`src/klxFormatPkg.sv`:
```
// Load file format definitions
package klxFormatPkg;

  // Each ASCIIized character carries six payload bits
  localparam int FIELD_BITS = 6;
  // Words in the load file are PDP-11 sized
  localparam int WORD_BITS = 16;

  // Credits the sender holds after reset
  localparam int CHAR_FIFO_DEPTH = 4;

  // Five C locations or ten D pairs per line at most
  localparam int LINE_MAX_WORDS = 30;
  localparam int CRAM_WORDS_PER_LOC = 6;
  localparam int DRAM_WORDS_PER_PAIR = 3;

  // Separators
  localparam logic [7:0] CHAR_COMMA = 8'h2c;
  localparam logic [7:0] CHAR_NEWLINE = 8'h0a;
  localparam logic [7:0] CHAR_CR = 8'h0d;
  localparam logic [7:0] CHAR_SPACE = 8'h20;

  // Record type characters in the first column
  localparam logic [7:0] REC_CRAM = 8'h43;
  localparam logic [7:0] REC_DRAM = 8'h44;
  localparam logic [7:0] REC_ZERO = 8'h5a;
  localparam logic [7:0] REC_COMMENT = 8'h3b;

  typedef logic [WORD_BITS-1:0] loadWordT;

  // Z records and comments both land in KIND_IGNORED
  typedef enum logic [2:0] {
    KIND_NONE,
    KIND_CRAM,
    KIND_DRAM,
    KIND_IGNORED,
    KIND_UNKNOWN
  } recKindT;

endpackage

```
`src/ramPkg.sv`:
```
// Control store and dispatch RAM types
package ramPkg;

  // Control RAM
  localparam int CRAM_DEPTH = 2048;
  localparam int CRAM_ADDR_BITS = $clog2(CRAM_DEPTH);
  // 80 data bits plus the six bit CALL and DISP special field
  localparam int CRAM_WORD_BITS = 86;

  typedef logic [CRAM_ADDR_BITS-1:0] cramAddrT;
  typedef logic [CRAM_WORD_BITS-1:0] cramWordT;

  // Dispatch RAM
  localparam int DRAM_DEPTH = 512;
  localparam int DRAM_ADDR_BITS = $clog2(DRAM_DEPTH);

  typedef logic [DRAM_ADDR_BITS-1:0] dramAddrT;

  // One dispatch entry
  // J5 and J6 do not exist in the hardware
  typedef struct packed {
    logic [2:0] dispA;
    logic [2:0] dispB;
    logic       parity;
    // J1 to J4 shared by an even and odd pair
    logic [3:0] jCommon;
    // Also shared and written from the odd word
    logic       j7;
    // J8 to J10
    logic [2:0] jLow;
  } dramEntryT;

endpackage

```
`src/cramWriter.sv`:
```
// Control RAM word assembler
module cramWriter (
  input  logic                   clk,
  input  logic                   arstN,
  input  logic                   dataValid,
  input  klxFormatPkg::loadWordT dataWord,
  input  klxFormatPkg::loadWordT dataAddr,
  input  logic                   dataFirst,
  output logic                   cramWe,
  output ramPkg::cramAddrT       cramWrAddr,
  output ramPkg::cramWordT       cramWrData
);
  import klxFormatPkg::*;
  import ramPkg::*;

  logic [2:0] slot;
  logic [2:0] curSlot;
  logic       locDone;
  cramAddrT   locAddr;

  // First word of a line always starts a new location
  assign curSlot = dataFirst ? '0 : slot;
  assign locDone = dataValid && (curSlot == 3'(CRAM_WORDS_PER_LOC - 1));

  always_ff @(posedge clk or negedge arstN) begin
    if (!arstN) begin
      slot <= '0;
      cramWe <= 1'b0;
    end else begin
      cramWe <= locDone;
      if (dataValid) begin
        slot <= locDone ? '0 : curSlot + 1'b1;
      end
    end
  end

  // Words fill the output word in load file order
  always_ff @(posedge clk) begin
    if (dataValid && dataFirst) begin
      locAddr <= cramAddrT'(dataAddr);
    end else if (locDone) begin
      locAddr <= locAddr + 1'b1;
    end
    if (locDone) begin
      cramWrAddr <= locAddr;
    end
    if (dataValid) begin
      case (curSlot)
        3'd0: cramWrData[79:64] <= dataWord;
        3'd1: cramWrData[63:48] <= dataWord;
        3'd2: cramWrData[47:32] <= dataWord;
        3'd3: cramWrData[31:16] <= dataWord;
        3'd4: cramWrData[15:0] <= dataWord;
        // Special field CALL and DISP
        3'd5: cramWrData[85:80] <= dataWord[5:0];
        default: ;
      endcase
    end
  end

endmodule

```
`config.mk`:
```
export PLATFORM = sky130hd
export DESIGN_NAME = cramWriter
export DESIGN_NICKNAME = d
export VERILOG_FILES = /design/src/klxFormatPkg.sv /design/src/ramPkg.sv /design/src/cramWriter.sv
export SDC_FILE = /design/constraint.sdc
export NUM_CORES = 1
export LEC_CHECK = 0
export BUFFER_PORTS_ARGS = -buffer_cell sky130_fd_sc_hd__buf_2
export CORE_UTILIZATION = 44
export DETAILED_ROUTE_END_ITERATION = 10
export PLACE_DENSITY = 0.83
export SKIP_LAST_GASP = 1
export SLEW_MARGIN = 20
export SYNTH_ARGS = -nofsm -noshare
export SYNTH_HDL_FRONTEND = slang
export SYNTH_SLANG_ARGS = --single-unit
export TNS_END_PERCENT = 20
```
`constraint.sdc`:
```
create_clock -name clk -period 2.15 [get_ports clk]
set_clock_uncertainty 0.05 [all_clocks]
set_input_delay 0.1075 -clock clk [delete_from_list [all_inputs] [get_ports clk]]
set_output_delay 0.1075 -clock clk [all_outputs]
set_load 0.01 [all_outputs]
```
* Word level (Yosys, flattened, before mapping)
Cells that the tools add are included.
** Word-level totals
- RAM bits :: 0
- Bits in read-only memories :: 0
- Logic and storage cells :: 31
- Memories kept :: 0
- Register bits :: 112
- Bits in latches :: 0
** Operators by class
- Mux-type cells :: 4
- Bitwise operators :: 0
- Add/subtract/negate cells :: 2
- Equal/unequal tests :: 5
- Reductions and logical operators :: 10
- Multiply operators :: 0
- Div/mod/pow operators :: 0
- Order comparisons :: 0
- Shifts and indexed selects :: 0
** Operators with widths (count)
- $mux 11 :: 2
- $reduce_and 2->1 :: 6
- $add 11x1->11 const B :: 1
- $eq 3x2->1 const B :: 2
- $eq 3x3->1 const B :: 2
- $mux 3 :: 2
- $add 3x1->3 const B :: 1
- $eq 3x1->1 const B :: 1
- $logic_not 3->1 :: 1
- $logic_and 1x1->1 :: 2
- $reduce_bool 2->1 :: 1

* Longest topological paths before layout
Gate-level depths: netlist of the first run.
- Depth after elaboration :: 5
- Mapped depth :: 6
- Depth with buffers taken out :: 6

* Worst setup path before layout of the first run
OpenSTA, ideal clock, no wires.
- Kind :: reg2reg
- Start point :: reg slot[0]
- End point :: reg cramWrAddr[0], enable pin
- Path slack :: 0.071 ns
- Arrival time :: 1.637 ns
- Cell stages (with the launch flop) :: 5
- Setup time :: 0.392 ns
- Path buffers :: 0
- Data required time :: 1.708 ns
- Clock period less this slack :: 2.079 ns
- Cell sequence :: dfrtp_1 -> nor2b_1 -> ha_1 -> nand2_1 -> nor2_1
** On the way
- Longest elaborated chain between the ends :: 3
** RTL lines
- start, declared :: line cramWriter.sv:16 : logic [2:0] slot;
- start signal, assigned :: line cramWriter.sv:32 : slot <= locDone ? '0 : curSlot + 1'b1;
- $mux 3 :: line cramWriter.sv:22 : assign curSlot = dataFirst ? '0 : slot;
- $eq 3x3->1 :: line cramWriter.sv:23 : assign locDone = dataValid && (curSlot == 3'(CRAM_WORDS_PER_LOC - 1));
- $logic_and 1x1->1 :: line cramWriter.sv:23
- net locDone :: line cramWriter.sv:18 : logic locDone;
- end signal, assigned :: line cramWriter.sv:45 : cramWrAddr <= locAddr;
- end, declared :: line cramWriter.sv:10 : output ramPkg::cramAddrT cramWrAddr,
The timed path passes the listed nets, and every way through them passes these cells.
A chain may end at the register's enable or synchronous reset.

* Final worst setup path of the first run
- Start point :: reg slot[0]
- End point :: reg cramWrData[39], enable pin
** On the way
- Longest elaborated chain between the ends :: 3
** RTL lines
- $mux 3 :: line cramWriter.sv:22
- $eq 3x2->1 :: line cramWriter.sv:48 : case (curSlot)
- $reduce_and 2->1 (no source line)
- end signal, assigned :: line cramWriter.sv:51 : 3'd2: cramWrData[47:32] <= dataWord;
- end, declared :: line cramWriter.sv:11 : output ramPkg::cramWordT cramWrData
No other way between the ends.

==> results of run 1 <==
## layout make-up
cell class              instances  area [um^2]  area share (%)
clock buffers                   9          124            2.46
inverters                       4         15.0           0.298
well taps                     105          131            2.61
clock inverters                 6         52.6            1.04
multi-input cells              70          455            9.05
repair buffers                154          911            18.1
flip-flops and latches        112         3340            66.4
## cell families (layout without fill, tap and decap cells)
kind of cell | count (synthesis) | in the layout
buffers and inverters | 7 | 173
adder cells (fa/ha/maj) | 6 | 6
flip-flops | 112 | 112
multiplexers | 3 | 3
XOR/XNOR | 3 | 3
AO/OA/AOI/OAI | 20 | 20
AND/OR/NAND/NOR | 38 | 38
## path summary, 6_finish.rpt
kind	from	end	slack (ns)
setup reg to reg	slot[0]	cramWrData[39]	0.28
hold reg to reg	locAddr[10]	cramWrAddr[10]	0.45
max in group asynchronous	arstN	slot[2]	1.90
min in group asynchronous	arstN	cramWe	0.03
hold / removal	dataAddr[0]	locAddr[0]	0.02
setup / recovery	slot[0]	cramWrData[39]	0.28
## sequential cells by signal, summed over array words and instances (netlist names)
register / count
cramWrAddr: 11
locAddr: 11
cramWrData: 86
cramWe: 1
slot: 3
## tightest hold or removal path, delay by kind of cell
kind	cells	cell delay, ns
AO/OA/AOI/OAI	1	0.10
buffers and inverters	1	0.08
AND/OR/NAND/NOR	1	0.03
## metrics by stage
stage | instances | utilization [%] | hold slack (ns) | setup slack, ns | total power, mW
after floorplan | 189 | - | -0.238 | 0.0712 | 2.77
after global placement | 425 | 56.1 | -0.132 | 0.299 | 2.93
after detailed placement | 425 | 56.1 | -0.132 | 0.281 | 2.95
after CTS | 459 | 60.5 | 0.000748 | 0.246 | 4.09
after global routing | 460 | 60.6 | 0.0153 | 0.161 | 4.20
final | 460 | 60.6 | 0.0245 | 0.281 | 4.05
## power groups by stage
stage	combinational, mW	clock (mW)	sequential [mW]
3_3_place_gp	0.322	0	2.61
4_1_cts	0.361	1.16	2.57
6_report	0.359	1.13	2.56
5_1_grt	0.398	1.23	2.58
3_5_place_dp	0.333	0	2.62
2_1_floorplan	0.121	0	2.65
## cells in the mapped netlist (3+ instances only)
master    instances
nor2_1           15
ha_1              6
inv_1             3
a31oi_1           6
or4_1             4
a21oi_1           8
o31ai_1           4
edfxtp_1        108
clkbuf_1          3
nand2_1           6
dfrtp_1           4
nor2b_1           3
## timing repair
action / 4_1_cts / 5_1_grt
endpoints found under the setup margin: 0 / 0
hold buffers: 19 / 1
endpoints found under the hold margin: 92 / 1
## per-layer routing
metal	GRT usage [%]	vias to the layer above
li1	-	1053
met2	27.2	123
met5	0	-
met4	6.31	0
met1	20.3	1098
met3	4.23	8
==> impl_results.md, run 1 <==
- Initial antenna violation count: 0
- WP buf/inv: 1
- DRT antenna net count: 0
- RSZ-0062 raised after global routing: no
- Post-synthesis mux area share: 0.885%
- Synth async-reset ratio: around 3.6%
- Clk buf depth: 2
- Post-DP HPWL: 4990 um
- Critical Path Stages: 4
- Most frequent cells in the layout: 128 x buf_2, 108 x edfxtp_1, 20 x dlygate4sd3_1
- Final Hold Viols: 0
- Total routed wirelength: 7430 um
- Leakage: 1.93 nW
- Core ar.: 0.00830 mm^2
- DR WL/cell: about 16 um
- Fmax: 0.535 GHz
- Clock Pin Slew Worst Setup and Hold Paths: 0.10 ns
- Gr usage total: 16.3%
- Switching share of total power: 23.4%
- Met3 WL: 607 um
- Power share of the clock group: ~28%
- Number of flops mapped to enable cells by yosys: 108
- Complex-gate fraction of the synthesized area: under 10%
- Post-synthesis sequential area ratio: 87.6%
- Final instance area: 0.00503 mm^2
- GRT Residual Overflow: 0
- Worst-Margin Slew: 0.783 ns
- PortBufs: 128
- Syn Std Cell Area: ~0.0038 mm^2
- R2R depth: 4
- Dpl cell area: 0.00466 mm^2
- Critical path endpoint category: register
- Metal2 WL: 3630 um
- CP Launch Type: register
- WHS Path Cells: 3
- Yosys reg bits: 112
- Setup TNS: 0 ns
- TritonRoute pass-1 iters: 4
- # H-tree levels: 3
- Number of global-route vias before repair: around 2000
- PD cells: 805 mW/mm^2
- Fillers: approximately 630
- Critical Path Max Stage Delay: 0.66 ns
- Synth Area in Simple Gates: between 5 and 6%
- Via Count: ~2300
- Ranking of synthesized cells by area: edfxtp_1 85%, dfrtp_1 2.6%, ha_1 2.0%
- Post-Syn Instances: 189
- Syn nets: 231
- Xor and xnor area share after synthesis: 0.688%
- Sequential power share: 63.3%
- Setup bufs post-CTS: 0
- Post-layout minimum cycle time: ~1.9 ns
- Tcrit/Tclk final: 86.9%
- TritonCTS clock tree: done
- Logic pwr share: 8.9%
- Clock Tree Root: clkbuf_8
- Required time of the critical path: 2.09 ns
- Dominant synthesized flop cell: edfxtp_1
- Net Switching: 0.948 mW
- Slowest-stage cell, CP: and3_1
- Max-slew violation count: 0
- Commonest non-fill, non-tap cell in the layout: buf_2
- Mapped Avg Cell Area: 20.2 um^2
- Worst skew pair latency: approximately 0.36 ns
- Largest family of logic cells by synthesized area: simple AND/OR/NAND/NOR gates
- Initial drt markers: 77
- Antenna Cells: 0
- Layout cells sized above 1: 44.2%
- Total CTS buffers: 9
- Uppermost routed layer: met4
- Die area: 0.00905 mm^2
- Core Rows: 33
- Worst VDD drop: ~0.30 mV
- CP cell instances: nor2b_1 -> inv_1 -> ha_1 -> and3_1
- Residual DRC: 0
- # IOs: 134
- Crit-path leading delay family: simple AND/OR/NAND/NOR gates
- MaxCap Viol Count: 0
- Normalized max-slew margin: 47.8%
- Initial Util: 46.0%
- Vias per cell: 4.96
- Final setup viols: 0
- Internal power: 3.10 mW
- Adder-Cell Fraction of Synth Area: approximately 2.0%
- # nets final: between 300 and 400
- Area leader, netlist: edfxtp_1
- Outcome: finished, final reports clean
- RePlAce Congestion: roughly 0.75
- Area delta synth->final: 31.8%
- Clk sinks: 112
- Metal1 wirelength: 3110 um
- Yosys top cell area share: a little over four fifths
- Critical path class: register to register
- First-pass GRT wire length: 10600 um
- Synth warnings: 0
- CP Max Fanout: 16
- Post_cts resized: 0
- Critical path arrival: approximately 1.8 ns
- Largest net degree at the start of global routing: 22
- Die W: 95.1 um
- Hold Crit Class: primary input to register
- Die height: around 95 um
- Cell variety after synth: 25
(Power assumes the default switching activity.)
==> run 2, diff against run 1 <==
Settings changed: CORE_UTILIZATION 44 to 46.
Clock period 2.15 ns to 2.05 ns, I/O delays scaled along.
==> run 2 against run 1 <==
Against the previous run:
- via count decreased by 2.3%
- global-route usage increased by 1.8 points
- sequential power increased by 5%
- total power increased by 9.5%
- maximum frequency decreased by 5.5%
- worst setup slack got worse by 0.21 ns
- cell count increased by 0.22%
- utilization increased by 4.0 points
- cell area increased by 1.2%
- clock-buffer cell count unchanged
- critical path depth increased by 1
- critical endpoint is now cramWrData[79]
- largest cell class unchanged
- largest power group unchanged
==> impl_results.md, run 2 (same netlist as run 1, synthesis figures left out) <==
- Max FFs per register: 86
- Commonest non-fill, non-tap cell in the layout: buf_2
- Core ar.: 0.00789 mm^2
- DRT antenna net count: 0
- Critical Path Max Stage Delay: 0.70 ns
- Total routed wirelength: 7450 um
- # IOs: 134
- DR WL/cell: 16.2 um
- Die area: 0.00867 mm^2
- Residual DRC: 0
- Outcome: finished, final reports clean
- Die W: roughly 93 um
- Final Hold Viols: 0
- Antenna Cells: 0
- Fin cells: 461
- CP cell instances: nor2b_1 -> inv_1 -> ha_1 -> nand2_1 -> nor2_2
- Setup TNS: 0 ns
- Vias per cell: 4.84
- Met3 WL: 472 um
- MaxCap Viol Count: 0
- Most frequent cells in the layout: 128 x buf_2, 108 x edfxtp_1, 22 x dlygate4sd3_1
- GRT Residual Overflow: 0
- Multi-input gate area: 459 um^2
- TritonRoute pass-1 iters: 4
- Initial antenna violation count: 0
- RSZ-0062 raised after global routing: yes
- Leakage: 1.97 nW
- Normalized max-slew margin: between 30% and 40%
- TritonCTS clock tree: done
- Hold Crit Class: primary input to register
- Post-DP HPWL: 5130 um
- Crit-path leading delay family: simple AND/OR/NAND/NOR gates
- # nets final: 396
- Critical path arrival: 1.91 ns
- Required time of the critical path: 1.98 ns
- Critical path class: register to register
- Uppermost routed layer: met4
- Metal2 WL: 3680 um
- Die height: 93.1 um
- RePlAce Congestion: 0.759
- Via Count: ~2200
- Fillers: 532
- Number of global-route vias before repair: 2200
- Pre-CTS WS: 0.0690 ns
- Inst Count DP: 423
- First-pass GRT wire length: 11300 um
- Post-layout minimum cycle time: 1.98 ns
- Metal1 wirelength: 3210 um
- Core Rows: 32
- Total power: approximately 4.4 mW
- Tcrit/Tclk final: a little over nine tenths
- Max-slew violation count: 0
- Initial Util: 48.4%
- Worst hold slack: 0.0296 ns
- Final setup viols: 0
- Largest Register: cramWrData
- Worst skew pair latency: 0.35 ns
- Initial drt markers: 106
- Critical path endpoint category: register
- # H-tree levels: 3
- Area delta synth->final: 33.5%
- PortBufs: 128
- CP Launch Type: register
- Total CTS buffers: 9
- Clock Pin Slew Worst Setup and Hold Paths: between 0.1 and 0.15 ns
- Setup bufs post-CTS: 0
- Fmax: between 0.5 and 0.6 GHz
- Clk sinks: 112
- WP buf/inv: 1
- Layout cells sized above 1: 44.8%
- PD cells: 870 mW/mm^2
- Worst-Margin Slew: roughly 0.9 ns
- Worst setup margin: 0.0720 ns
- Regs by FF count: cramWrData: 86 flops, cramWrAddr: 11 flops, locAddr: 11 flops
- Worst VDD drop: 0.316 mV
- Reg area: 0.00334 mm^2
- Clock Tree Root: clkbuf_8
- Largest net degree at the start of global routing: 22
- Clk buf depth: 2
- CP Max Fanout: 16
- Slowest-stage cell, CP: nor2_2
- Gr usage total: between 10% and 20%
-- run 2: changes by cell type in the layout (fill, tap and decap cells not counted) --
cell / delta
buf_4: +2
clkinv_8: +2
clkinvlp_4: -2
dlygate4sd3_1: +2
and2_1: -1
and2_2: +1
buf_12: -1
bufinv_16: +1
clkinv_4: +1
inv_6: -1
nor2_1: -1
nor2_2: +1
-- run 2: what timing repair did --
item,CTS,global route
hold buffers,22,0
setup endpoints to repair,0,22
gates resized for setup,0,1
endpoints found under the hold margin,93,0
-- run 2: metrics by stage --
stage               cell area (um^2)  utilization [%]
detailed placement              4650             58.9
finish                          5090             64.6
CTS                             5090             64.6
global placement                4650             58.9
global route                    5090             64.6
floorplan                       3820                -
-- run 2: path summary, 6_finish.rpt --
| check | startpoint | end | slack [ns] | depth (start not counted) |
|---|---|---|---|---|
| worst min register to register | slot[1] | slot[1] | 0.47 | 1 |
| max in group asynchronous | arstN | cramWe | 0.74 | 4 |
| worst max-delay path | slot[0] | cramWrData[79] | 0.07 | 5 |
| min in group asynchronous | arstN | slot[1] | 0.55 | 3 |
| worst min-delay path | dataAddr[4] | locAddr[4] | 0.03 | 3 |
| worst max register to register | slot[0] | cramWrData[79] | 0.07 | 5 |
-- run 2: report_power, final --
group          internal (mW)  switching [mW]  leakage, nW
clock network          0.603           0.754        0.111
registers               2.65          0.0477         1.04
logic                  0.159           0.225        0.821
-- run 2: layout make-up --
type / instances / share of cell area, %
repair buffers: 157 / 18.2
multi-input cells: 70 / 9.01
inverters: 4 / 0.295
clock buffers: 9 / 2.43
clock inverters: 7 / 1.96
well taps: 102 / 2.50
flip-flops and latches: 112 / 65.6
-- run 2: worst min-delay path, delay by kind of cell --
kind,cells,cell delay (ns)
AO/OA/AOI/OAI,1,0.11
buffers and inverters,1,0.07
AND/OR/NAND/NOR,1,0.03
-- run 2: routing by layer --
layer,up-vias,GRT usage (%)
met1,1042,22.6
met4,0,6.92
met2,118,30.5
met3,5,4.47
met5,-,0
li1,1065,-
==> run 3, diff against run 2 <==
Settings changed: RECOVER_POWER set to 100.
==> run 3 against run 2 <==
Against the previous run:
- maximum frequency grew 0.41%
- worst hold slack lost 0.0013 ns
- critical path depth is the same
- routed wire length grew 2.2%
- utilization shrank 2.3 points
- cell area shrank 3.5%
- global-route usage is the same
- clock power is essentially flat
- total power shrank 0.62%
==> impl_results.md, run 3 (same netlist as run 1, synthesis figures left out) <==
- Outcome: finished, final reports clean
- # nets final: 396
- Normalized max-slew margin: 40.7%
- Max FFs per register: 86
- Initial antenna violation count: 0
- Critical path endpoint category: register
- GRT Residual Overflow: 0
- Clock Pin Slew Worst Setup and Hold Paths: 0.10 ns
- # H-tree levels: 3
- Worst VDD drop: 0.315 mV
- Die W: 93.1 um
- Final instance area: 0.00491 mm^2
- # IOs: 134
- Die area: 0.00867 mm^2
- Total routed wirelength: 7610 um
- Clk buf depth: 2
- Fmax: slightly above 0.5 GHz
- Core Rows: 32
- Die height: between 90 and 100 um
- Layout cells sized above 1: between 10% and 20%
- First-pass GRT wire length: 11300 um
- Leakage: 1.64 nW
- Area delta synth->final: 28.7%
- Gr usage total: approximately 18%
- Max-slew violation count: 0
- Dpl cell area: 0.00465 mm^2
- Initial Util: 48.4%
- Residual DRC: 0
- Worst skew pair latency: about 0.35 ns
- Final setup viols: 0
- MaxCap Viol Count: 0
- PortBufs: approximately 130
- Total power: around 4.4 mW
- Clock Tree Root: clkbuf_8
- Final Hold Viols: 0
- PD cells: roughly 900 mW/mm^2
- Post-DP HPWL: 5130 um
- Critical path class: register to register
- Critical path arrival: 1.90 ns
- TritonCTS clock tree: done
- Post-layout minimum cycle time: 1.97 ns
- Via Count: 2237
- Setup bufs post-CTS: 0
- CP Launch Type: register
- DR WL/cell: 16.5 um
- RSZ-0062 raised after global routing: yes
- Worst-Margin Slew: 0.889 ns
- CP Max Fanout: 16
- Largest Register: cramWrData
- Required time of the critical path: slightly below 2 ns
- DRT antenna net count: 0
- RePlAce Congestion: 0.759
- Antenna Cells: 0
- Tcrit/Tclk final: between 90% and 100%
- Hold Crit Class: primary input to register
- Total CTS buffers: 9
- Most frequent cells in the layout: 116 x clkbuf_1, 108 x edfxtp_1, 22 x dlygate4sd3_1
- Commonest non-fill, non-tap cell in the layout: clkbuf_1
- Vias per cell: roughly 4.9
- Initial drt markers: between 100 and 150
- Clk sinks: 112
- Inst Count DP: approximately 420
- Core ar.: 0.00789 mm^2
- Fin cells: 461
- Largest net degree at the start of global routing: 22
- TritonRoute pass-1 iters: 4
- Regs by FF count: cramWrData: 86 flops, cramWrAddr: 11 flops, locAddr: 11 flops
- Number of global-route vias before repair: 2200
[run 3: cell types whose count changed in the layout (fill, tap and decap cells not counted), moves of 2 or more]
cell      previous run  this run
buf_4                6         3
clkbuf_2             0         2
nor2_2               4         2
buf_2              128        13
nand3_2              2         0
nand3_1              2         4
clkbuf_1             0       116
nor2_1              11        13
[run 3: what timing repair did]
item	in CTS	in global routing
resized for setup	0	1
hold endpoints to repair	93	0
hold buffers	22	0
setup endpoints to repair	0	22
[run 3: per-layer routing]
metal | global-route usage (%) | up-vias | wire length (um)
met5 | 0 | - | 0
met1 | 22.6 | 1044 | 3240
met3 | 4.47 | 5 | 589
li1 | - | 1064 | -
met2 | 30.5 | 124 | 3690
met4 | 6.92 | 0 | 82
[run 3: power by group]
group	leakage [nW]	internal, mW	total [mW]	switching, mW
clock	0.111	0.603	1.36	0.758
sequential	1.04	2.65	2.70	0.0496
combinational	0.493	0.126	0.349	0.223
[run 3: final timing paths]
check,startpoint,endpoint,slack (ns),depth (start not counted)
setup / recovery,slot[0],cramWrData[79],0.08,5
max in group asynchronous,arstN,cramWe,0.66,4
setup reg to reg,slot[0],cramWrData[79],0.08,5
hold / removal,dataAddr[2],locAddr[2],0.03,3
hold reg to reg,locAddr[1],cramWrAddr[1],0.46,0
min in group asynchronous,arstN,slot[1],0.57,3
[run 3: area by class of cell]
| type | count | area [um^2] |
|---|---|---|
| fillers | 604 | 2970 |
| inverters | 4 | 15.0 |
| multi-input cells | 70 | 444 |
| repair buffers | 157 | 761 |
| well taps | 102 | 128 |
| flip-flops and latches | 112 | 3340 |
| clock inverters | 7 | 100 |
| clock buffers | 9 | 124 |
[run 3: per-stage QoR]
stage / setup TNS, ns / setup slack (ns) / hold WS [ns] / utilization (%)
2_1_floorplan: 0 / 0.0245 / -0.243 / -
3_3_place_gp: 0 / 0.133 / -0.138 / 58.9
3_5_place_dp: 0 / 0.0690 / -0.136 / 58.9
4_1_cts: 0 / 0.0409 / 0.00701 / 64.6
5_1_grt: -0.0307 / -0.0116 / 0.0210 / 62.3
6_report: 0 / 0.0801 / 0.0283 / 62.3
[run 3: critical path, cell delays in order, from the launching register on]
cell and delay (ns):
dfrtp_1 0.39, nor2b_1 0.16, inv_1 0.08, ha_1 0.15, nand2_1 0.08, nor2_2 0.69
